## src/hw/lunar_rescue_pkg.sv

```systemverilog
package lunar_rescue_pkg;

	// horizontal raster, in pixel clocks.
	localparam logic [8:0] h_total_c      = 9'd320;
	localparam logic [8:0] h_active_c     = 9'd256;
	localparam logic [8:0] h_sync_start_c = 9'd272;
	localparam logic [8:0] h_sync_end_c   = 9'd304;

	// vertical raster, in lines.
	localparam logic [8:0] v_total_c      = 9'd262;
	localparam logic [8:0] v_active_c     = 9'd224;
	localparam logic [8:0] v_sync_start_c = 9'd236;
	localparam logic [8:0] v_sync_end_c   = 9'd239;

	// byte address is line * 32 + column / 8.
	localparam int vram_addr_w_c = 13;

	localparam logic [7:0] audio_weight_c = 8'd40;

	typedef struct packed {
		logic r;
		logic g;
		logic b;
	} rgb_t;

	localparam rgb_t red_c   = '{r: 1'b1, g: 1'b0, b: 1'b0};
	localparam rgb_t green_c = '{r: 1'b0, g: 1'b1, b: 1'b0};
	localparam rgb_t cyan_c  = '{r: 1'b0, g: 1'b1, b: 1'b1};
	localparam rgb_t white_c = '{r: 1'b1, g: 1'b1, b: 1'b1};
	localparam rgb_t black_c = '{r: 1'b0, g: 1'b0, b: 1'b0};

	// cellophane strips, one per 32 lines from the top.
	localparam rgb_t band_color_c [8] = '{
		red_c, white_c, white_c, green_c, green_c, white_c, cyan_c, white_c
	};

	typedef struct packed {
		logic [25:0] reserved_hi;
		logic        overlay_off;
		logic [1:0]  scanlines;
		logic        rotate;
		logic        reserved_lo;
		logic        soft_reset;
	} status_cfg_t;

	typedef union packed {
		logic [31:0] raw;
		status_cfg_t cfg;
	} status_u;

endpackage

```

## src/hw/audio_out.sv

```systemverilog
`timescale 1ns/1ps

module audio_out (
	input  logic       clk_sys,
	input  logic       rst_n,
	input  logic [5:0] sound_ctrl,
	output logic       dac_bit
);

	logic [7:0] mix;
	logic [7:0] level;
	logic [8:0] acc;

	// each active sound adds the same share.
	always_comb begin
		mix = 8'd0;
		for (int i = 0; i < 6; i++) begin
			if (sound_ctrl[i]) begin
				mix = mix + lunar_rescue_pkg::audio_weight_c;
			end
		end
	end

	always_ff @(posedge clk_sys) begin
		if (!rst_n) begin
			level <= 8'd0;
		end else begin
			level <= mix;
		end
	end

	// first order sigma-delta, the carry is the output bit.
	always_ff @(posedge clk_sys) begin
		if (!rst_n) begin
			acc <= 9'd0;
		end else begin
			acc <= {1'b0, acc[7:0]} + {1'b0, level};
		end
	end

	assign dac_bit = acc[8];

endmodule

```

## config.mk

```make
export PLATFORM = sky130hd
export DESIGN_NAME = audio_out
export DESIGN_NICKNAME = d
export VERILOG_FILES = /design/src/hw/lunar_rescue_pkg.sv /design/src/hw/audio_out.sv
export SDC_FILE = /design/constraint.sdc
export NUM_CORES = 1
export LEC_CHECK = 0
export BUFFER_PORTS_ARGS = -buffer_cell sky130_fd_sc_hd__buf_2
export CAP_MARGIN = 40
export CELL_PAD_IN_SITES_DETAIL_PLACEMENT = 0
export CELL_PAD_IN_SITES_GLOBAL_PLACEMENT = 1
export CORE_MARGIN = 1.5
export CORE_UTILIZATION = 30
export CTS_CLUSTER_DIAMETER = 100
export CTS_CLUSTER_SIZE = 28
export DETAILED_ROUTE_END_ITERATION = 16
export GPL_ROUTABILITY_DRIVEN = 0
export PLACE_DENSITY = 0.62
export REMOVE_ABC_BUFFERS = 1
export SYNTH_ARGS = -nofsm -noshare
export SYNTH_HDL_FRONTEND = slang
export SYNTH_SLANG_ARGS = --single-unit
export TNS_END_PERCENT = 5
```

## constraint.sdc

```tcl
create_clock -name clk_sys -period 4.25 [get_ports clk_sys]
set_input_delay 0 -clock clk_sys [delete_from_list [all_inputs] [get_ports clk_sys]]
set_output_delay 0 -clock clk_sys [all_outputs]
set_load 0.01 [all_outputs]
```

Yosys cells after proc, flatten, opt, wreduce, memory -nomap -nowiden --
Cells that the tools add are included.
Word-level totals: register bits 17
Cells by class: add/sub/neg operators 6, mux-type cells 6
Operators by type and width (number):
- adder 8 x 6 -> 8 bit (second input constant) | 5
- 2-to-1 mux 8 bit | 5
- adder 8 x 8 -> 9 bit | 1
- 2-to-1 mux 6 bit | 1

Depth between registers and ports, before layout --
word-level depth 11, mapped depth 13, gate-level depth less buffers 13

Least setup slack after synthesis --
OpenSTA, ideal clock, no wires.
path type input-to-reg, from in sound_ctrl[0], to reg level[7], arrival time 2545 ps, data required time 4178 ps, setup slack 1633 ps, stages 12, path buffers 0, cell sequence inv_1 -> ha_1 -> xor2_4 -> ha_1 -> nand2_1 -> o21ai_0 -> ha_1 -> mux2_2 -> ha_1 -> o21a_1 -> a211o_1 -> a21oi_1
On the way: longest elaborated chain between the ends 11
Ends and longest elaborated chain:
- from (decl) | RTL line audio_out.sv:6 | input logic [5:0] sound_ctrl,
- 2-to-1 mux 6 bit (*) | RTL line audio_out.sv:18 | if (sound_ctrl[i]) begin
- adder 8 x 6 -> 8 bit | RTL line audio_out.sv:19 | mix = mix + lunar_rescue_pkg::audio_weight_c;
- 2-to-1 mux 8 bit (*) | RTL line audio_out.sv:18
- adder 8 x 6 -> 8 bit | RTL line audio_out.sv:19
- 2-to-1 mux 8 bit (*) | RTL line audio_out.sv:18
- adder 8 x 6 -> 8 bit | RTL line audio_out.sv:19
- 2-to-1 mux 8 bit (*) | RTL line audio_out.sv:18
- adder 8 x 6 -> 8 bit | RTL line audio_out.sv:19
- 2-to-1 mux 8 bit (*) | RTL line audio_out.sv:18
- adder 8 x 6 -> 8 bit | RTL line audio_out.sv:19
- 2-to-1 mux 8 bit (*) | RTL line audio_out.sv:18
- to (signal assigned) | RTL line audio_out.sv:28 | level <= mix;
- to (decl) | RTL line audio_out.sv:11 | logic [7:0] level;
Mark *: on every way between the ends. The rest lies on a longest branch, timed or not. A chain may end at the register's enable or synchronous reset.

Worst setup path after layout --
Same ends and word-level chain as after synthesis.

==> impl_metrics.yaml <==
outcome:
  outcome: "finished clean"
synthesis:
  yosysMostFrequentCell: "ha_1"
  yosysWarnings: 0
  async_flop_share_pct: 0
  synth_top_cell_by_area: "dfxtp_1"
  yosysTopAreaCellShare_pct: 23.37
  synth.top_cells.by_area: "dfxtp_1 (23%), ha_1 (16%), a21oi_1 (4.8%)"
  synth_edf_count: 0
  synth.avg_cell_area_um2: 8.724
  netlist_instances: 108
  synth_common_cells: "ha_1 (12), dfxtp_1 (11), a21oi_1 (9), inv_1 (9), nor2_1 (8)"
  synth.distinct_cells: 39
  ys_seq_elements: 11
  synth_flop_cell: "dfxtp_1"
  synth_area_um2: 942.2
  synth_seq_area_share_pct: 23.37
grt:
  grt_pass1_wl_um: 2725
  grt_usage_pct: 10.24
  grt-ovfl-total: 0
  grt_pass1_vias: 648
  grt_start_max_net_pins: 15
  antenna_found_initial: 0
cts:
  cts_buffer_depth: 2
  numCtsBuffers: 3
  postCtsHoldBufs: 1
  clock-sinks: 11
  post_cts_buffers: 0
  ctsResizeCount: 0
  path_clk_slew_ns: 0.07
  cts_root_buf: "clkbuf_4"
  clk_latency_ns: 0.26
  cts_tree: "built"
  cts-htree-levels: 1
sta:
  fmax_ghz: 0.3767
  hold_viol_final: 0
  slew_violations: 0
  period_share_pct: 62.46
  setup_tns_ns: 0
  setup_viol_count_final: 0
  rsz0062_at_grt: "false"
  setup_ws_ns: 1.596
  slew_headroom_pct: 69.50
  tightest_slew_ns: 0.4563
  fin_crit_ns: 2.654
  skew_ns: 0.004119
pwr:
  p_sw_share_pct: 35.19
  switching_power_w: 0.0001439
  combinationalPowerShare_pct: 47.8
  p_seq_share_pct: 35.5
  leakage_nw: 0.4701
  clkPwrFrac_pct: 16.6
  p_int_w: 0.0002649
  p_per_area_nw_per_um2: 384.8
  ir_worst_vdd_mv: 0.1103
floorplan:
  rows: 20
  start_util_pct: 31.12
  die-area_um2: 3486
  die_w_um: 59.04
  io_pins: 9
  die_h_um: 59.04
  core_um2: 3028
setup_path:
  max_stage_delay_ns: 0.45
  crit_fanout: 9
  crit_type: "input pin to flop"
  end_kind: "flop"
  slowest_stage: "ha_1"
  critPathLaunchType: "input pin"
  path_cells: "buf_2, inv_1, ha_1, xor2_4, ha_1, nand2_1, o21ai_0, ha_1, mux2_2, ha_1, o21a_1, a211o_1, a21oi_1"
  cpMostUsedCell: "ha_1"
  cp.arrival_ns: 2.85
  rr_worst_depth: 8
  required_ns: 4.44
layout:
  stdcell_area_um2: 1062
  regArea_um2: 220.2
  nNetsFinal: 141
  fill_cells: 331
  drive_gt1_share_pct: 16.81
  syn_to_final_growth_pct: 12.75
  utilization_pct: 35.08
  n_antenna_cell: 0
  multiInputGateArea_um2: 673.1
route:
  vias: 714
  drc: 0
  avgViaCountPerCell: 4.380
  wl_met1_um: 730
  dr.pass1.iters: 3
  ant_nets: 0
  wl_met2_um: 721
  drtIter0Drc: 9
  wl_per_cell_um: 9.252
  wl_met3_um: 36
  routed_wl_um: 1508
  top_layer: "met4"
placed_design:
  place_ws_ns: 1.318
  dp_hpwl_um: 1197
  placed_area_um2: 1026
  port_buffers: 8
hold_path:
  hold_depth: 3
  min_path_type: "input pin to flop"
job:
  maxCapViolCount: 0
-- worst max-delay path, delay by kind of cell --
kind	cells	cell delay, ns
adder cells (fa/ha/maj)	4	1.29
AO/OA/AOI/OAI	4	0.72
XOR/XNOR	1	0.31
multiplexers	1	0.28
buffers and inverters	2	0.15
AND/OR/NAND/NOR	1	0.07
-- cells by family after synthesis --
| logic type | share of synthesized area, % |
|---|---|
| and+or+nand+nor | 18.06 |
| muxes | 2.258 |
| xor gates and xnor gates | 13.94 |
| adders and majority gates | 18.06 |
| DFF | 23.37 |
| AOI/OAI and AO/OA | 19.12 |
| buffers and inverters | 5.179 |
-- power groups by stage --
stage	Combinational [W]	Clock, W	Sequential (W)
6_report	0.000196	0.0000680	0.000145
4_1_cts	0.000199	0.0000730	0.000146
5_1_grt	0.000230	0.0000791	0.000148
2_1_floorplan	0.000161	0	0.000146
3_5_place_dp	0.000198	0	0.000147
3_3_place_gp	0.000191	0	0.000148
-- metrics by stage --
stage / hold slack (ns) / cells / total power [W]
finish: 0.06014 / 163 / 0.0004088
global route: 0.06774 / 163 / 0.0004570
CTS: 0.05555 / 163 / 0.0004175
detailed placement: 0.2232 / 158 / 0.0003444
global placement: 0.2218 / 158 / 0.0003388
floorplan: 0.1217 / 106 / 0.0003062
-- flip-flops by register name, indices dropped and copies added, names as in the netlist --
register  cells
acc           6
level         5
-- worst paths after layout --
path	end	slack, ns	startpoint
max reg2reg	acc[7]$_SDFF_PN0_	2.76	level[3]$_SDFF_PN0_
max	level[7]$_SDFF_PN0_	1.60	sound_ctrl[0]
min	level[3]$_SDFF_PN0_	0.06	sound_ctrl[5]
min reg2reg	acc[3]$_SDFF_PN0_	0.56	acc[3]$_SDFF_PN0_
-- routing by layer --
| layer | track usage, % | vias up |
|---|---|---|
| met1 | 12.97 | 311 |
| met4 | 6.818 | 0 |
| met3 | 1.310 | 2 |
| met5 | 0 | - |
| li1 | - | 392 |
| met2 | 16.19 | 9 |
-- cells in the final DEF (no fill, tap or decap), types with 2 or more instances in the layout --
cell	count
ha_1	12
dfxtp_1	11
inv_1	9
a21oi_1	9
nor2_1	8
buf_2	8
nor2b_1	7
xor2_1	5
xnor2_1	5
o21ai_0	4
nand2_1	3
nand2b_1	3
clkbuf_4	3
a21o_1	2
nor3_1	2
o211ai_1	2
a21boi_0	2
-- final cells by class --
cell class	instances	share of cell area [%]
clock buffers	4	2.473
inverters	10	3.534
multi-input cells	85	63.37
flip-flops and latches	11	20.73
well taps	44	5.183
repair buffers	9	4.711
Power figures use the tool's default switching activity.
