--- config.mk ---
export PLATFORM = sky130hd
export DESIGN_NAME = color_overlay_flat
export DESIGN_NICKNAME = d
export VERILOG_FILES = /design/src/hw/lunar_rescue_pkg.sv /design/src/hw/video_if.sv /design/src/hw/color_overlay.sv /design/src/flat_wrapper.sv
export SDC_FILE = /design/constraint.sdc
export NUM_CORES = 1
export LEC_CHECK = 0
export BUFFER_PORTS_ARGS = -buffer_cell sky130_fd_sc_hd__buf_2
export CORE_AREA = 5 5 42 44
export CTS_CLUSTER_DIAMETER = 60
export CTS_CLUSTER_SIZE = 8
export DETAILED_ROUTE_END_ITERATION = 6
export DIE_AREA = 0 0 47 49
export GPL_ROUTABILITY_DRIVEN = 0
export PLACE_DENSITY = 0.57
export SYNTH_ARGS = -nofsm -noshare
export SYNTH_HDL_FRONTEND = slang
export SYNTH_SLANG_ARGS = --single-unit
--- constraint.sdc ---
create_clock -name clk_sys -period 1.4 [get_ports clk_sys]
set_clock_uncertainty 0.05 [all_clocks]
set_input_delay 0 -clock clk_sys [delete_from_list [all_inputs] [get_ports clk_sys]]
set_output_delay 0 -clock clk_sys [all_outputs]
set_load 0.005 [all_outputs]
--- src/hw/lunar_rescue_pkg.sv ---
package lunar_rescue_pkg;

	// horizontal raster, in pixel clocks.
	localparam logic [8:0] h_total_c      = 9'd320;
	localparam logic [8:0] h_active_c     = 9'd256;
	localparam logic [8:0] h_sync_start_c = 9'd272;
	localparam logic [8:0] h_sync_end_c   = 9'd304;

	// vertical raster, in lines.
	localparam logic [8:0] v_total_c      = 9'd262;
	localparam logic [8:0] v_active_c     = 9'd224;
	localparam logic [8:0] v_sync_start_c = 9'd236;
	localparam logic [8:0] v_sync_end_c   = 9'd239;

	// byte address is line * 32 + column / 8.
	localparam int vram_addr_w_c = 13;

	localparam logic [7:0] audio_weight_c = 8'd40;

	typedef struct packed {
		logic r;
		logic g;
		logic b;
	} rgb_t;

	localparam rgb_t red_c   = '{r: 1'b1, g: 1'b0, b: 1'b0};
	localparam rgb_t green_c = '{r: 1'b0, g: 1'b1, b: 1'b0};
	localparam rgb_t cyan_c  = '{r: 1'b0, g: 1'b1, b: 1'b1};
	localparam rgb_t white_c = '{r: 1'b1, g: 1'b1, b: 1'b1};
	localparam rgb_t black_c = '{r: 1'b0, g: 1'b0, b: 1'b0};

	// cellophane strips, one per 32 lines from the top.
	localparam rgb_t band_color_c [8] = '{
		red_c, white_c, white_c, green_c, green_c, white_c, cyan_c, white_c
	};

	typedef struct packed {
		logic [25:0] reserved_hi;
		logic        overlay_off;
		logic [1:0]  scanlines;
		logic        rotate;
		logic        reserved_lo;
		logic        soft_reset;
	} status_cfg_t;

	typedef union packed {
		logic [31:0] raw;
		status_cfg_t cfg;
	} status_u;

endpackage

--- src/hw/video_if.sv ---
`timescale 1ns/1ps

interface video_if;

	logic [8:0] hcount;
	logic [8:0] vcount;
	logic       active;
	logic       hsync;
	logic       vsync;

	modport src (
		output hcount, vcount, active, hsync, vsync
	);

	modport fetch (
		input hcount, vcount, active
	);

	modport disp (
		input vcount, active, hsync, vsync
	);

endinterface

--- src/hw/color_overlay.sv ---
`timescale 1ns/1ps

module color_overlay #(
	parameter logic [8:0] V_ACTIVE = lunar_rescue_pkg::v_active_c
) (
	input  logic                   clk_sys,
	input  logic                   rst_n,
	input  logic                   overlay_en,
	input  logic                   pixel,
	video_if.disp                  vid,
	output lunar_rescue_pkg::rgb_t rgb,
	output logic                   hs,
	output logic                   vs
);

	logic [8:0]             vcount_d;
	logic                   active_d;
	logic                   hsync_d;
	logic                   vsync_d;
	logic [2:0]             band;
	lunar_rescue_pkg::rgb_t color;

	// first stage lines up with the fetched pixel.
	always_ff @(posedge clk_sys) begin
		vcount_d <= vid.vcount;
	end

	always_ff @(posedge clk_sys) begin
		if (!rst_n) begin
			active_d <= 1'b0;
			hsync_d  <= 1'b1;
			vsync_d  <= 1'b1;
		end else begin
			active_d <= vid.active;
			hsync_d  <= vid.hsync;
			vsync_d  <= vid.vsync;
		end
	end

	// lines below the picture fall back to band 0.
	assign band = (vcount_d < V_ACTIVE) ? vcount_d[7:5] : 3'd0;

	always_comb begin
		if (!pixel || !active_d) begin
			color = lunar_rescue_pkg::black_c;
		end else if (overlay_en) begin
			color = lunar_rescue_pkg::band_color_c[band];
		end else begin
			color = lunar_rescue_pkg::white_c;
		end
	end

	always_ff @(posedge clk_sys) begin
		if (!rst_n) begin
			rgb <= lunar_rescue_pkg::black_c;
			hs  <= 1'b1;
			vs  <= 1'b1;
		end else begin
			rgb <= color;
			hs  <= hsync_d;
			vs  <= vsync_d;
		end
	end

endmodule

--- src/flat_wrapper.sv ---
// flat-port wrapper written by rule: the top's interface ports become plain ports
module color_overlay_flat 
#(
	parameter logic [8:0] V_ACTIVE = lunar_rescue_pkg::v_active_c
)
  (clk_sys, rst_n, overlay_en, pixel, rgb, hs, vs, vid_vcount, vid_active, vid_hsync, vid_vsync);
  video_if vid_i ();
  input  logic clk_sys;
  input  logic rst_n;
  input  logic overlay_en;
  input  logic pixel;
  output lunar_rescue_pkg::rgb_t rgb;
  output logic hs;
  output logic vs;
  input wire logic [$bits(vid_i.vcount)-1:0] vid_vcount;
  input wire logic [$bits(vid_i.active)-1:0] vid_active;
  input wire logic [$bits(vid_i.hsync)-1:0] vid_hsync;
  input wire logic [$bits(vid_i.vsync)-1:0] vid_vsync;
  assign vid_i.vcount = vid_vcount;
  assign vid_i.active = vid_active;
  assign vid_i.hsync = vid_hsync;
  assign vid_i.vsync = vid_vsync;
  color_overlay #(.V_ACTIVE(V_ACTIVE)) u_core (.clk_sys(clk_sys), .rst_n(rst_n), .overlay_en(overlay_en), .pixel(pixel), .vid(vid_i), .rgb(rgb), .hs(hs), .vs(vs));
endmodule
* Word-level counts from Yosys, hierarchy flattened *
Memory sizes are Yosys's and may differ from the RTL's.
Index checks and enable logic that the tools add are counted.

operators by class
  multiply operators = 0
  mux-type cells = 4
  equal/unequal tests = 0
  div/mod/pow operators = 0
  bitwise logic cells = 2
  reductions and logical operators = 4
  order comparisons = 2
  add/subtract/negate cells = 0
  shift-type cells = 0

operators with widths
  operator                                                    count
  two-way mux 3 bit                                           4
  less-than comparator 9 x 8 -> 1 bit, second input constant  1
  >= comparator 4 bit, second input constant                  1
  NOT 3 -> 4 bit                                              1
  logical NOT 1 bit                                           2
  OR reduction 2 bit                                          1
  logical OR 1 bit                                            1
  NOT 1 bit                                                   1

word-level totals
  memories kept = 1
  memory bits (writable) = 0
  register bits after elaboration = 17
  bits in latches = 0
  ROM bits = 24
  bits of input ports = 16

memory list
  name              words  bits a word  rd ports  clocked after Yosys merged registers in  write ports  RTL line             text
  (name not given)  8      3            1         0                                        0            color_overlay.sv:47  color = lunar_rescue_pkg::band_color_c[band];

* Depth between registers and ports, before layout *
  depth in word-level cells = 7
  gate-level depth with buffers = 6
  gate-level depth less buffers = 6

* Worst setup path after synthesis *
OpenSTA, ideal clock, no wires.

  path kind = reg2reg
  from = register u_core.vcount_d[7]
  to = register u_core.rgb[0] (netlist name)
  stages on the path, launching flop included = 7
  data arrival time = 0.978 ns
  buffers on the path = 0
  path slack = 0.243 ns
  required time = 1.221 ns
  path through = dfxtp_1 nand2_1 nand3b_1 ha_1 nand2_1 nor4b_1 a311oi_1

on the way
  word-level cells in the longest chain between the ends = 7

RTL lines
  item                                                       RTL line             text
  from (decl)                                                color_overlay.sv:16  logic [8:0] vcount_d;
  from (signal assigned)                                     color_overlay.sv:25  vcount_d <= vid.vcount;
  less-than comparator 9 x 8 -> 1 bit                        color_overlay.sv:41  assign band = (vcount_d < V_ACTIVE) ? vcount_d[7:5] : 3'd0;
  two-way mux 3 bit (*)                                      color_overlay.sv:41
  NOT 3 -> 4 bit (not written as such) (*)                   color_overlay.sv:47
  memory (8 x 3 bit) (*)                                     n/a
  two-way mux 3 bit (not written as such) (*) (2 in series)  color_overlay.sv:47
  two-way mux 3 bit (*)                                      color_overlay.sv:46  end else if (overlay_en) begin

Mark *: on every way between the ends. The rest lies on a longest branch, timed or not. The select of a mux whose other input is x is not followed.
A chain may end at the register's enable or synchronous reset.

* Worst setup path after layout *
  from = input rst_n
  to = register u_core.active_d

RTL lines
  item                  RTL line             text
  from (decl)           flat_wrapper.sv:9    input logic rst_n;
  to (signal assigned)  color_overlay.sv:34  active_d <= vid.active;
  to (decl)             color_overlay.sv:17  logic active_d;

No word-level cell between the ends.

==> key figures <==
Power
  • Pwr dens: 986 nW/µm²
  • VDD IR-drop max: 0.000462 V
  • Leak: 0.304 nW

Die
  • Starting density of the core: 0.282
  • Chip width: around 47 µm
  • DIE HEIGHT: approximately 50 µm
  • Io pins: 21
  • Core area: 1400 µm²
  • Cell Rows: 14
  • Die area: 2300 µm²

Synth
  • Top cells by count, synth: dfxtp_1, inv_1, nand2_1, nand2b_1, nand3b_1
  • Sequential-to-total area share from yosys stat: 0.608
  • Syn_area_per_cell: 11.0 µm²
  • Post-synthesis net count: 54
  • Most common cell in the netlist: dfxtp_1
  • Synth Instances: 36
  • Yosys reg bits: 12
  • Area leader, netlist: dfxtp_1
  • Synthesized cell area: approximately 400 µm²
  • Synth area leaders: dfxtp_1, ha_1, nand2b_1
  • Share of the synthesized area in the top cell type: 0.608
  • EDFF count, synth: 0
  • Ys async rst share: 0
  • Synth warn: 0
  • Main synth FF type: dfxtp_1
  • Distinct cells, synth: 11

Detailed routing
  • Drt wl/cell: between 10 and 15 µm
  • Total Wirelength: 872 µm
  • DR pass1 iterations: 2
  • Initial detailed-routing violation count: 3
  • Via count: 342
  • Vias/cell: 4.12
  • ANT nets after route: 0
  • DRC viols: 0

Layout
  • Diode count: 0
  • Fillers: between 100 and 150
  • Layout cell share with drive strength beyond 1: 0.284
  • Nets: slightly below 90
  • Layout Utilization: 0.463
  • Area Growth Syn to Fin: 64.2%

STA
  • Final setup vio count: 0
  • Slew Viols, Final: 0
  • Final min period: 1.28 ns
  • Final worst-path cycle share: 0.918
  • Worst-margin pin slew: 0.284 ns
  • Unrepaired setup endpoints after global routing: no
  • F_max: 778 MHz
  • Worst hold margin: 0.319 ns
  • Max-Slew Margin vs Limit: 0.808
  • Setup TNS Final: 0 ns
  • Final Hold Fails: 0

Worst setup path
  • Slowest cell on crit path: dlygate4sd3_1
  • Startpoint class of the critical path: input port
  • R2R Path End: u_core.rgb[0]$_SDFF_PP0_
  • Setup crit end: u_core.active_d$_SDFF_PN0_
  • R2R cell count: 5
  • Delay-heaviest family, CP: buffers and inverters
  • R2R Setup Slk: 0.12 ns
  • CP required: 1.51 ns
  • Crit path launch: rst_n
  • CP Cell Sequence: dlygate4sd3_1 > buf_2 > and2_1 > dlygate4sd3_1
  • Critical Path AT: 1.39 ns
  • Worst setup path class: in2reg
  • Most frequent CP cell: dlygate4sd3_1
  • Crit Path Max Fanout: 6
  • RR Startpoint: u_core.vcount_d[8]$_DFF_P_
  • Worst setup EP type: register
  • Largest stage delay on the critical path: 0.55 ns
  • Crit path depth: 4
  • CP Buf/Inv Count: 3

CTS
  • Clk slew on worst S/H paths: 0.07 ns
  • CTS tree: yes
  • CTS Buf Count: 3
  • Clock sink count: 12
  • CTS Root Cell: clkbuf_4
  • H-Tree Depth: 1
  • CTS max path bufs: 2
  • Clk_lat worst skew: roughly 0.26 ns

Global route
  • Total global routing overflow: 0
  • GR Util All Layers: 0.0862
  • Initial antenna violation count: 0
  • Vias in the first global route: 331
  • First-pass GRT wire length: 1410 µm
  • Largest net degree at the start of global routing: 7

Flow run
  • Max-cap violations: 0

Placement
  • Buffers on Ports: 15
  • HPWL after detailed placement: 486 µm

Worst hold path
  • Hold Startpoint: vid_vcount[7]
  • HP Class: in2reg

Outcome
  • Status: completed
-- cell type report --
class	count	area [µm²]	area share
clock buffer	3	22.5	0.0347
inverter	4	15.0	0.0231
multi-input combinational	20	146	0.225
sequential	12	240	0.370
tap	16	20.0	0.0308
timing repair buffer	28	205	0.316
-- per-layer routing --
metal	share of wire	GRT usage	vias up	routed length [µm]
met5	0	0	-	0
met4	0.0092	0.0415	0	8
met3	0.069	0.0221	2	60
met2	0.54	0.149	11	467
met1	0.39	0.0911	143	336
li1	-	-	186	-
-- power breakdown --
group / leakage (nW) / total [mW] / internal, mW / switching [mW]
Combinational: 0.191 / 0.0752 / 0.0493 / 0.0259
Sequential: 0.0997 / 0.364 / 0.357 / 0.00758
Clock: 0.0138 / 0.201 / 0.0993 / 0.102
Total: 0.304 / 0.640 / 0.505 / 0.135
-- cell families (layout without fill, tap and decap cells) --
kind of cell | after synthesis | in the layout | synth area share
simple gates | 15 | 15 | 0.231
buf+inv | 4 | 35 | 0.0380
flops | 12 | 12 | 0.608
fa+ha+maj | 2 | 2 | 0.0633
compound gates | 3 | 3 | 0.0601
-- sequential cells by signal, indices dropped and copies added, names as in the netlist --
register and cells:
u_core.hsync_d 1, u_core.vsync_d 1, u_core.active_d 1, u_core.vcount_d 4, u_core.hs 1, u_core.vs 1
u_core.rgb 3
-- placed cells by master, fill, tap and decap left out --
cell type      Yosys  routed
buf_2              0      15
dlygate4sd3_1      0      13
dfxtp_1           12      12
nand2_1            4       4
inv_1              4       4
nand2b_1           4       4
nand3b_1           3       3
clkbuf_4           0       3
a311oi_1           2       2
ha_1               2       2
nor4b_2            0       1
nand3_1            1       1
a31oi_1            1       1
nor4b_1            2       1
and2_1             1       1
-- worst min path at each step --
stage,end,slack [ns],depth (start not counted)
floorplan,u_core.vcount_d[5]$_DFF_P_,-0.02,0
global placement,u_core.vcount_d[8]$_DFF_P_,0.05,1
detailed placement,u_core.vcount_d[7]$_DFF_P_,0.05,1
CTS,u_core.vcount_d[8]$_DFF_P_,0.31,2
global route,u_core.vcount_d[7]$_DFF_P_,0.33,2
finish,u_core.vcount_d[7]$_DFF_P_,0.32,2
-- worst reg2reg max path, cell delays in order (launching register included) --
cell      delay, ns
dfxtp_1        0.34
nand3b_1       0.19
ha_1           0.23
nand2_1        0.07
nor4b_2        0.04
a311oi_1       0.25
-- through the flow --
stage / worst slack, ns / cell area (µm²) / instances / power, mW
after floorplan: 0.243 / 395 / 36 / 0.392
after global placement: 0.120 / 490 / 67 / 0.416
after detailed placement: 0.130 / 490 / 67 / 0.417
after CTS: 0.108 / 643 / 83 / 0.643
after global routing: 0.00711 / 649 / 83 / 0.678
final: 0.115 / 649 / 83 / 0.640
-- timing repair --
item,in CTS,in global routing
setup buffers,0,0
gates resized for setup,0,1
endpoints found under the hold margin,12,0
setup endpoints to repair,0,1
hold buffers,13,0
Note: power is estimated with default switching activity, not from simulation.
