File: src/hw/lunar_rescue_pkg.sv
package lunar_rescue_pkg;

	// horizontal raster, in pixel clocks.
	localparam logic [8:0] h_total_c      = 9'd320;
	localparam logic [8:0] h_active_c     = 9'd256;
	localparam logic [8:0] h_sync_start_c = 9'd272;
	localparam logic [8:0] h_sync_end_c   = 9'd304;

	// vertical raster, in lines.
	localparam logic [8:0] v_total_c      = 9'd262;
	localparam logic [8:0] v_active_c     = 9'd224;
	localparam logic [8:0] v_sync_start_c = 9'd236;
	localparam logic [8:0] v_sync_end_c   = 9'd239;

	// byte address is line * 32 + column / 8.
	localparam int vram_addr_w_c = 13;

	localparam logic [7:0] audio_weight_c = 8'd40;

	typedef struct packed {
		logic r;
		logic g;
		logic b;
	} rgb_t;

	localparam rgb_t red_c   = '{r: 1'b1, g: 1'b0, b: 1'b0};
	localparam rgb_t green_c = '{r: 1'b0, g: 1'b1, b: 1'b0};
	localparam rgb_t cyan_c  = '{r: 1'b0, g: 1'b1, b: 1'b1};
	localparam rgb_t white_c = '{r: 1'b1, g: 1'b1, b: 1'b1};
	localparam rgb_t black_c = '{r: 1'b0, g: 1'b0, b: 1'b0};

	// cellophane strips, one per 32 lines from the top.
	localparam rgb_t band_color_c [8] = '{
		red_c, white_c, white_c, green_c, green_c, white_c, cyan_c, white_c
	};

	typedef struct packed {
		logic [25:0] reserved_hi;
		logic        overlay_off;
		logic [1:0]  scanlines;
		logic        rotate;
		logic        reserved_lo;
		logic        soft_reset;
	} status_cfg_t;

	typedef union packed {
		logic [31:0] raw;
		status_cfg_t cfg;
	} status_u;

endpackage

File: src/hw/video_if.sv
`timescale 1ns/1ps

interface video_if;

	logic [8:0] hcount;
	logic [8:0] vcount;
	logic       active;
	logic       hsync;
	logic       vsync;

	modport src (
		output hcount, vcount, active, hsync, vsync
	);

	modport fetch (
		input hcount, vcount, active
	);

	modport disp (
		input vcount, active, hsync, vsync
	);

endinterface

File: src/hw/pixel_fetch.sv
`timescale 1ns/1ps

module pixel_fetch #(
	parameter logic [8:0] H_ACTIVE = lunar_rescue_pkg::h_active_c,
	parameter logic [8:0] V_ACTIVE = lunar_rescue_pkg::v_active_c
) (
	input  logic                                       clk_sys,
	input  logic                                       rst_n,
	video_if.fetch                                     vid,
	output logic [lunar_rescue_pkg::vram_addr_w_c-1:0] ram_addr,
	input  logic [7:0]                                 ram_data,
	output logic                                       pixel
);

	localparam int bytes_per_line_c = int'(H_ACTIVE) / 8;

	logic [2:0] bit_sel;
	logic       active_q;
	logic       in_pic;

	assign in_pic = (vid.hcount < H_ACTIVE) && (vid.vcount < V_ACTIVE);

	always_comb begin
		logic [31:0] addr_full;
		addr_full = int'(vid.vcount) * bytes_per_line_c + int'(vid.hcount >> 3);
		// park the address outside the picture.
		if (in_pic) begin
			ram_addr = addr_full[lunar_rescue_pkg::vram_addr_w_c-1:0];
		end else begin
			ram_addr = '0;
		end
	end

	// bit index follows the ram read by one cycle.
	always_ff @(posedge clk_sys) begin
		bit_sel <= vid.hcount[2:0];
	end

	always_ff @(posedge clk_sys) begin
		if (!rst_n) begin
			active_q <= 1'b0;
		end else begin
			active_q <= vid.active;
		end
	end

	// bit 0 is the leftmost pixel of the byte.
	assign pixel = active_q ? ram_data[bit_sel] : 1'b0;

endmodule

File: src/flat_wrapper.sv
// flat-port wrapper written by rule: the top's interface ports become plain ports
module pixel_fetch_flat 
#(
	parameter logic [8:0] H_ACTIVE = lunar_rescue_pkg::h_active_c,
	parameter logic [8:0] V_ACTIVE = lunar_rescue_pkg::v_active_c
)
  (clk_sys, rst_n, ram_addr, ram_data, pixel, vid_hcount, vid_vcount, vid_active);
  video_if vid_i ();
  input  logic clk_sys;
  input  logic rst_n;
  output logic [lunar_rescue_pkg::vram_addr_w_c-1:0] ram_addr;
  input  logic [7:0] ram_data;
  output logic pixel;
  input wire logic [$bits(vid_i.hcount)-1:0] vid_hcount;
  input wire logic [$bits(vid_i.vcount)-1:0] vid_vcount;
  input wire logic [$bits(vid_i.active)-1:0] vid_active;
  assign vid_i.hcount = vid_hcount;
  assign vid_i.vcount = vid_vcount;
  assign vid_i.active = vid_active;
  pixel_fetch #(.H_ACTIVE(H_ACTIVE), .V_ACTIVE(V_ACTIVE)) u_core (.clk_sys(clk_sys), .rst_n(rst_n), .vid(vid_i), .ram_addr(ram_addr), .ram_data(ram_data), .pixel(pixel));
endmodule
File: config.mk
export PLATFORM = sky130hd
export DESIGN_NAME = pixel_fetch_flat
export DESIGN_NICKNAME = d
export VERILOG_FILES = /design/src/hw/lunar_rescue_pkg.sv /design/src/hw/video_if.sv /design/src/hw/pixel_fetch.sv /design/src/flat_wrapper.sv
export SDC_FILE = /design/constraint.sdc
export NUM_CORES = 1
export LEC_CHECK = 0
export ABC_AREA = 1
export BUFFER_PORTS_ARGS = -buffer_cell sky130_fd_sc_hd__buf_2
export CORE_MARGIN = 2
export CORE_UTILIZATION = 35
export CTS_CLUSTER_SIZE = 25
export DETAILED_ROUTE_END_ITERATION = 16
export PLACE_DENSITY = 0.77
export SETUP_SLACK_MARGIN = 0.3
export SYNTH_ARGS = -nofsm -noshare
export SYNTH_HDL_FRONTEND = slang
export SYNTH_SLANG_ARGS = --single-unit
File: constraint.sdc
create_clock -name clk_sys -period 1.05 [get_ports clk_sys]
set_input_delay 0.0525 -clock clk_sys [delete_from_list [all_inputs] [get_ports clk_sys]]
set_output_delay 0.0525 -clock clk_sys [all_outputs]
set_load 0.005 [all_outputs]
# Word-level counts from Yosys, hierarchy flattened
# Cells that the tools add are included.
# W data, S select, Z words.
op_classes:
  eq_ne: 0
  n_lt_le_gt_ge: 3
  n_reduce_logical: 1
  n_div: 0
  mux: 4
  n_mul: 0
  bitwise: 0
  shifts: 0
  addsub: 1
op_table:
  columns: ["op", "count"]
  rows:
  - ["$add A13 B6 Y13", 1]
  - ["$mux W13", 1]
  - ["$lt A9 B8 Y1 const B", 1]
  - ["$lt A9 B9 Y1 const B", 1]
  - ["$lt A3 B4 Y1 const B", 1]
  - ["$bmux W1 S3", 1]
  - ["$mux W1", 2]
  - ["$logic_and A1 B1 Y1", 1]
totals:
  mem_bits_ro: 0
  out_inout_bits: 14
  ramBits: 0
  latch_bits: 0
  elab_cells: 11
  n_memories: 0
  inputBits: 29
  reg_bits: 4

# Longest topological paths before layout
# Gate-level depths: netlist of the first run.
depth:
  ltp_word: 3
  depth_mapped: 7
  mapped_depth_nobuf: 7

# Worst setup path before layout of the first run
# OpenSTA, ideal clock, no wires.
synth_path:
  path_kind: "flip-flop to output port"
  start: "register u_core.bit_sel[0]"
  end: "output port pixel"
  arrival_ns: 0.761
  slack_ns: 0.237
  path_buffers: 0
  stages_incl_launch_ff: 7
  required_ns: 0.998
  path_cell_list: "dfxtp_1 > inv_1 > nand2_1 > nand3_1 > nand3_1 > nand2_1 > nor2_1"
synth_via:
  elab_chain_len: 3
synth_lines:
  columns: ["element", "line_no", "source"]
  rows:
  - ["start, declared", "pixel_fetch.sv:17", "logic [2:0] bit_sel;"]
  - ["start signal, assigned", "pixel_fetch.sv:36", "bit_sel <= vid.hcount[2:0];"]
  - ["$bmux W1 S3", "pixel_fetch.sv:48", "assign pixel = active_q ? ram_data[bit_sel] : 1'b0;"]
  - ["$mux W1 (implied by the code)", "pixel_fetch.sv:48", null]
  - ["$mux W1", "pixel_fetch.sv:48", null]
  - ["end, declared", "flat_wrapper.sv:13", "output logic pixel;"]
# No other way between the ends. The select of a mux whose other input is x is not followed.

# Final worst setup path of the first run
# Ends and elaborated chain as after synthesis.

==> results.md, run 1 <==
* Register area share after synthesis at between 15 and 20%
* Count of cell types in the netlist at 16
* Max Slew Vio Count at 0
* Final GP Congestion at 0.599
* FF+latch count, synth at 4
* First-pass GRT wire length at 2.03 mm
* Crit path DAT at 1.09 ns
* Clk slew on worst S/H paths at about 0.04 ns
* Combinational power share at between 40 and 50%
* CP Data Required Time at 1.00 ns
* Endpoints failing hold at 0
* GRT Util Overall at 19.4%
* Worst setup startpoint: u_core.bit_sel[0]
* Die width at ~40 um
* H-tree levels at 1
* Vias in the first global route at roughly 550
* Post-layout min period at 1.15 ns
* Initial Util at 36.4%
* DR pass1 iterations at 4
* Post-Syn Nets at around 110
* Failing checks: setup timing
* Mean Syn Cell Area at 5.63 um2
* Area leader, netlist: inv_1
* Type of origin of the critical path: register
* HP Class: in -> reg
* Area of the mapped netlist at 462 um2
* Site Rows at 13
* Ratio of cells with drive above 1 in the final layout at around 62%
* Via count at between 600 and 700
* Int Power at approximately 0.44 mW
* Final setup vio count at 1
* Wire length per cell at about 12 um
* # clock sinks at 4
* Die area at about 1600 um2
* Sequential share of power at ~26%
* Ys flop type: dfxtp_1
* Final HPWL DP at 1.02 mm
* Filler Cells Inserted at 84
* Switching Power at about 0.21 mW
* Fmax at between 800 and 900 MHz
* Hold Path Depth at 3
* DR iter-0 viols at 6
* Synth top area cells: inv_1, dfxtp_1, nand2_1
* Tot Pwr at roughly 0.65 mW
* CTS Buf Count at 3
* Initial antenna violation count at 0
* Top-area cell type share of the netlist area at 18.7%
* Hold Path Sink: u_core.active_q
* Worst Min Path Start: vid_active
* Number of synthesized flops with an enable pin at 0
* DRC at 0
* Critical path capture point type: output port
* Leakage at roughly 0.57 nW
* Inserted Diodes at 0
* Net Sw Frac at around a third
* Most frequent cells after synthesis: inv_1, nand2_1, nor2_1
* Die H at 40.3 um
* Fin crit share at 109%
* Peak supply drop at just over 0.5 mV
* Final Non-Filler Cells at ~150
* Most frequent cell after synthesis: inv_1
* RSZ-0062 raised after global routing: yes
* Outcome: finished with violations
* Port bufs at 42
* Worst-Margin Slew at approximately 0.20 ns
* Fraction of registers with async set/reset at 0%
* Total congestion overflow at 0
* Clock power frac at ~28%
* Final nets at 165
* PD cells at about 660 nW/um2
* Placed insts at ~140
* Core Region at around 1300 um2
* Drt total wl at 1.73 mm
* Placement Setup Slack at 0.0440 ns
* Yosys warns at 0
* Pin count of the biggest net entering global routing at 8
* Clock Path Buffers at 2
* Boundary pin count at 43
* Routed vias/inst at between 4 and 5
* Antenna Nets Post-Route at 0
* CP Max Fanout at 5
* Cells after Synth at 82
* WS Path Type: reg -> out
* Relative slew slack at around 87%
* TritonCTS clock tree: yes
* Fin worst setup slack at -0.0950 ns
* Area grow syn2layout at 116%
* Root buffer cell: clkbuf_4
* Max_cap viols at 0
-- power groups by stage --
| stage | logic (mW) | clock network (mW) | registers, mW |
|---|---|---|---|
| final | 0.304 | 0.182 | 0.167 |
| after global routing | 0.333 | 0.201 | 0.169 |
| after CTS | 0.235 | 0.187 | 0.167 |
| after detailed placement | 0.182 | 0 | 0.170 |
| after global placement | 0.178 | 0 | 0.169 |
| after floorplan | 0.0918 | 0 | 0.168 |
-- worst max path at each step --
| stage | cells after the start | end |
|---|---|---|
| finish | 6 | pixel |
| global placement | 8 | ram_addr[10] |
| global route | 7 | pixel |
| CTS | 7 | pixel |
| detailed placement | 8 | ram_addr[10] |
| floorplan | 6 | pixel |
-- per-stage QoR --
step	utilization (%)	hold WS (ns)	setup TNS, ns	area, um2
2_1_floorplan	-	0.0802	0	463
3_3_place_gp	54.2	0.154	0	688
3_5_place_dp	54.2	0.157	0	688
4_1_cts	67.5	0.00378	-0.108	856
5_1_grt	78.6	0.00466	-0.198	997
6_report	78.6	0.00481	-0.0950	997
-- flip-flops by register name (all words and copies together), names as in the netlist --
register         flops
u_core.active_q      1
u_core.bit_sel       3
-- layer usage --
layer,share of wire [%],track usage (%),wire [um],vias to the layer above
met5,0,0,0,-
met4,1.1,10.0,19,0
met3,11,3.89,198,2
met2,54,40.5,936,45
met1,33,16.3,579,293
li1,-,-,-,341
-- logic make-up after synthesis --
family          synth area share, %
simple gates                   51.5
buf+inv                        21.1
flops                          17.3
compound gates                 2.71
fa+ha+maj                      5.42
xor+xnor                       1.90
-- cell usage in the layout (no fill, tap or decap), drive strengths merged --
master       synthesis  routed
a31oi                2       2
buf                  1      45
clkbuf               0       3
dfxtp                4       4
dlygate4sd3          0       3
ha                   2       2
inv                 23      23
nand2               21      21
nand3                6       6
nand4                1       1
nor2                17      17
nor3                 2       2
nor3b                2       2
xor2                 1       1
-- critical path: stages (launching register included) --
cell,delay [ns]
dfxtp_4,0.35
nand2_1,0.09
nand3_2,0.09
nand3_2,0.08
nand2_2,0.05
nor2_2,0.10
buf_2,0.11
-- final cells by class --
class / instances / area (um2) / area share (%)
Clock buffer: 3 / 22.5 / 2.26
Inverter: 23 / 88.8 / 8.91
Multi-Input combinational cell: 54 / 455 / 45.7
Sequential cell: 4 / 83.8 / 8.41
Tap cell: 15 / 18.8 / 1.88
Timing Repair Buffer: 48 / 328 / 32.9
-- repair_timing --
action	in CTS	in global routing
hold endpoints to repair	3	0
cloned	0	0
hold buffers	3	0
setup endpoints to repair	14	14
setup buffers	0	2
resized for setup	30	32
pin swaps	12	6
Power figures use the tool's default switching activity.
==> inputs of run 2 (changes only) <==
--- a/config.mk
+++ b/config.mk
@@ -11,6 +11,7 @@
 export CORE_UTILIZATION = 35
 export CTS_CLUSTER_SIZE = 25
 export DETAILED_ROUTE_END_ITERATION = 16
+export HOLD_SLACK_MARGIN = 0.02
 export PLACE_DENSITY = 0.77
 export SETUP_SLACK_MARGIN = 0.3
 export SYNTH_ARGS = -nofsm -noshare
==> results.md, run 2 (synthesized netlist as in run 1, its figures left out) <==
* Most frequent cells in the layout: buf_2, inv_1, nand2_1
* Die width at between 40 and 50 um
* Final nets at 167
* Die H at 40.3 um
* CTS Buf Count at 3
* Wire length per cell at about 12 um
* Final HPWL DP at 1.02 mm
* Endpoints failing hold at 0
* Boundary pin count at 43
* H-tree levels at 1
* Top Registers: u_core.bit_sel x3, u_core.active_q x1
* Final setup vio count at 1
* Total congestion overflow at 0
* Via count at 681
* Fin worst setup slack at -0.0952 ns
* Initial Util at 36.4%
* Placed insts at 139
* CP Max Fanout at 5
* Port bufs at between 40 and 50
* Top register by number of flip-flops: u_core.bit_sel
* Relative slew slack at about 87%
* Max_cap viols at 0
* Root buffer cell: clkbuf_4
* Final Non-Filler Cells at approximately 150
* Routed vias/inst at about 4.6
* Initial antenna violation count at 0
* WS Path Type: reg -> out
* TritonCTS clock tree: yes
* Crit path DAT at ~1.1 ns
* Critical Path Most Common Cell: nand3_2
* Pin count of the biggest net entering global routing at 8
* Final GP Congestion at 0.599
* Site Rows at 13
* Vias in the first global route at ~570
* Drt total wl at 1.73 mm
* DR iter-0 viols at 6
* Storage cell area at 83.8 um2
* Fmax at a little under 900 MHz
* GRT Util Overall at 19.4%
* Peak supply drop at slightly above 0.5 mV
* Outcome: finished with violations
* DR pass1 iterations at 4
* Core Region at ~1300 um2
* Critical path capture point type: output port
* DRC at 0
* Fin crit share at 109%
* Clk slew on worst S/H paths at approximately 0.03 ns
* Placement Setup Slack at between 0.04 and 0.05 ns
* Crit-path cells: nand2_1 -> nand3_2 -> nand3_2 -> nand2_2 -> nor2_2 -> buf_2
* Leakage at just under 0.6 nW
* Inserted Diodes at 0
* Crit path max-delay cell type: dfxtp_4
* Max Slew Vio Count at 0
* Filler Cells Inserted at 82
* Post-layout min period at 1.15 ns
* Die area at 1630 um2
* RSZ-0062 raised after global routing: yes
* Ratio of cells with drive above 1 in the final layout at roughly 61%
* Max reg flops at 3
* Post-route cell area at 1020 um2
* CP peak stage delay at ~0.35 ns
* # clock sinks at 4
* First-pass GRT wire length at a little over 2 mm
* Multi-input logic area at 455 um2
* Type of origin of the critical path: register
* CP Data Required Time at 1.00 ns
* HP Class: in -> out
* Commonest non-fill, non-tap cell in the layout: buf_2
* PD cells at 648 nW/um2
* Area grow syn2layout at 120%
* Worst-Margin Slew at 0.200 ns
* Clock Path Buffers at 2
* Placed Area at roughly 690 um2
* Failing checks: setup timing
* Antenna Nets Post-Route at 0
run 2: cell types whose count changed in the layout (fill, tap and decap cells not counted), sizes merged:
cell	delta
dlygate4sd3	+2
run 2: critical path: cells and delay by family (launching register included):
family | cells | cell delay (ns)
buffers and inverters | 1 | 0.11
flip-flops | 1 | 0.35
AND/OR/NAND/NOR | 5 | 0.41
run 2: path summary, 6_finish.rpt:
check | from | endpoint | slack, ns | depth (start not counted)
worst max-delay path | u_core.bit_sel[0] | pixel | -0.1 | 6
worst min-delay path | vid_hcount[5] | ram_addr[2] | 0.42 | 4
run 2: metal layers:
metal	vias to the layer above	global-route usage, %	wire length, um
li1	345	-	-
met1	294	16.9	594
met2	40	39.7	936
met3	2	3.89	181
met4	0	10.0	19
met5	-	0	0
run 2: area by class of cell:
class,instances,area share (%)
flip-flops and latches,4,8.24
well taps,15,1.85
multi-input cells,54,44.8
repair buffers,50,34.2
clock buffers,3,2.21
inverters,23,8.73
run 2: power by group:
| part | switching (mW) | internal [mW] | leakage (nW) |
|---|---|---|---|
| sequential | 0.00725 | 0.160 | 0.0340 |
| clock | 0.0550 | 0.127 | 0.0138 |
| combinational | 0.151 | 0.158 | 0.532 |
| total | 0.213 | 0.446 | 0.580 |
run 2: timing repair:
item / 4_1_cts / 5_1_grt
hold endpoints to repair: 4 / 0
setup buffers: 0 / 2
pin swaps: 12 / 6
resized for setup: 30 / 32
hold buffers: 5 / 0
endpoints found under the setup margin: 14 / 14
run 2: through the flow:
step	power, mW	hold slack, ns	setup TNS (ns)	utilization, %
CTS	0.595	0.384	-0.108	69.0
global placement	0.347	0.154	0	54.2
global route	0.709	0.442	-0.198	80.2
finish	0.659	0.416	-0.0952	80.2
detailed placement	0.352	0.157	0	54.2
floorplan	0.260	0.0802	0	-
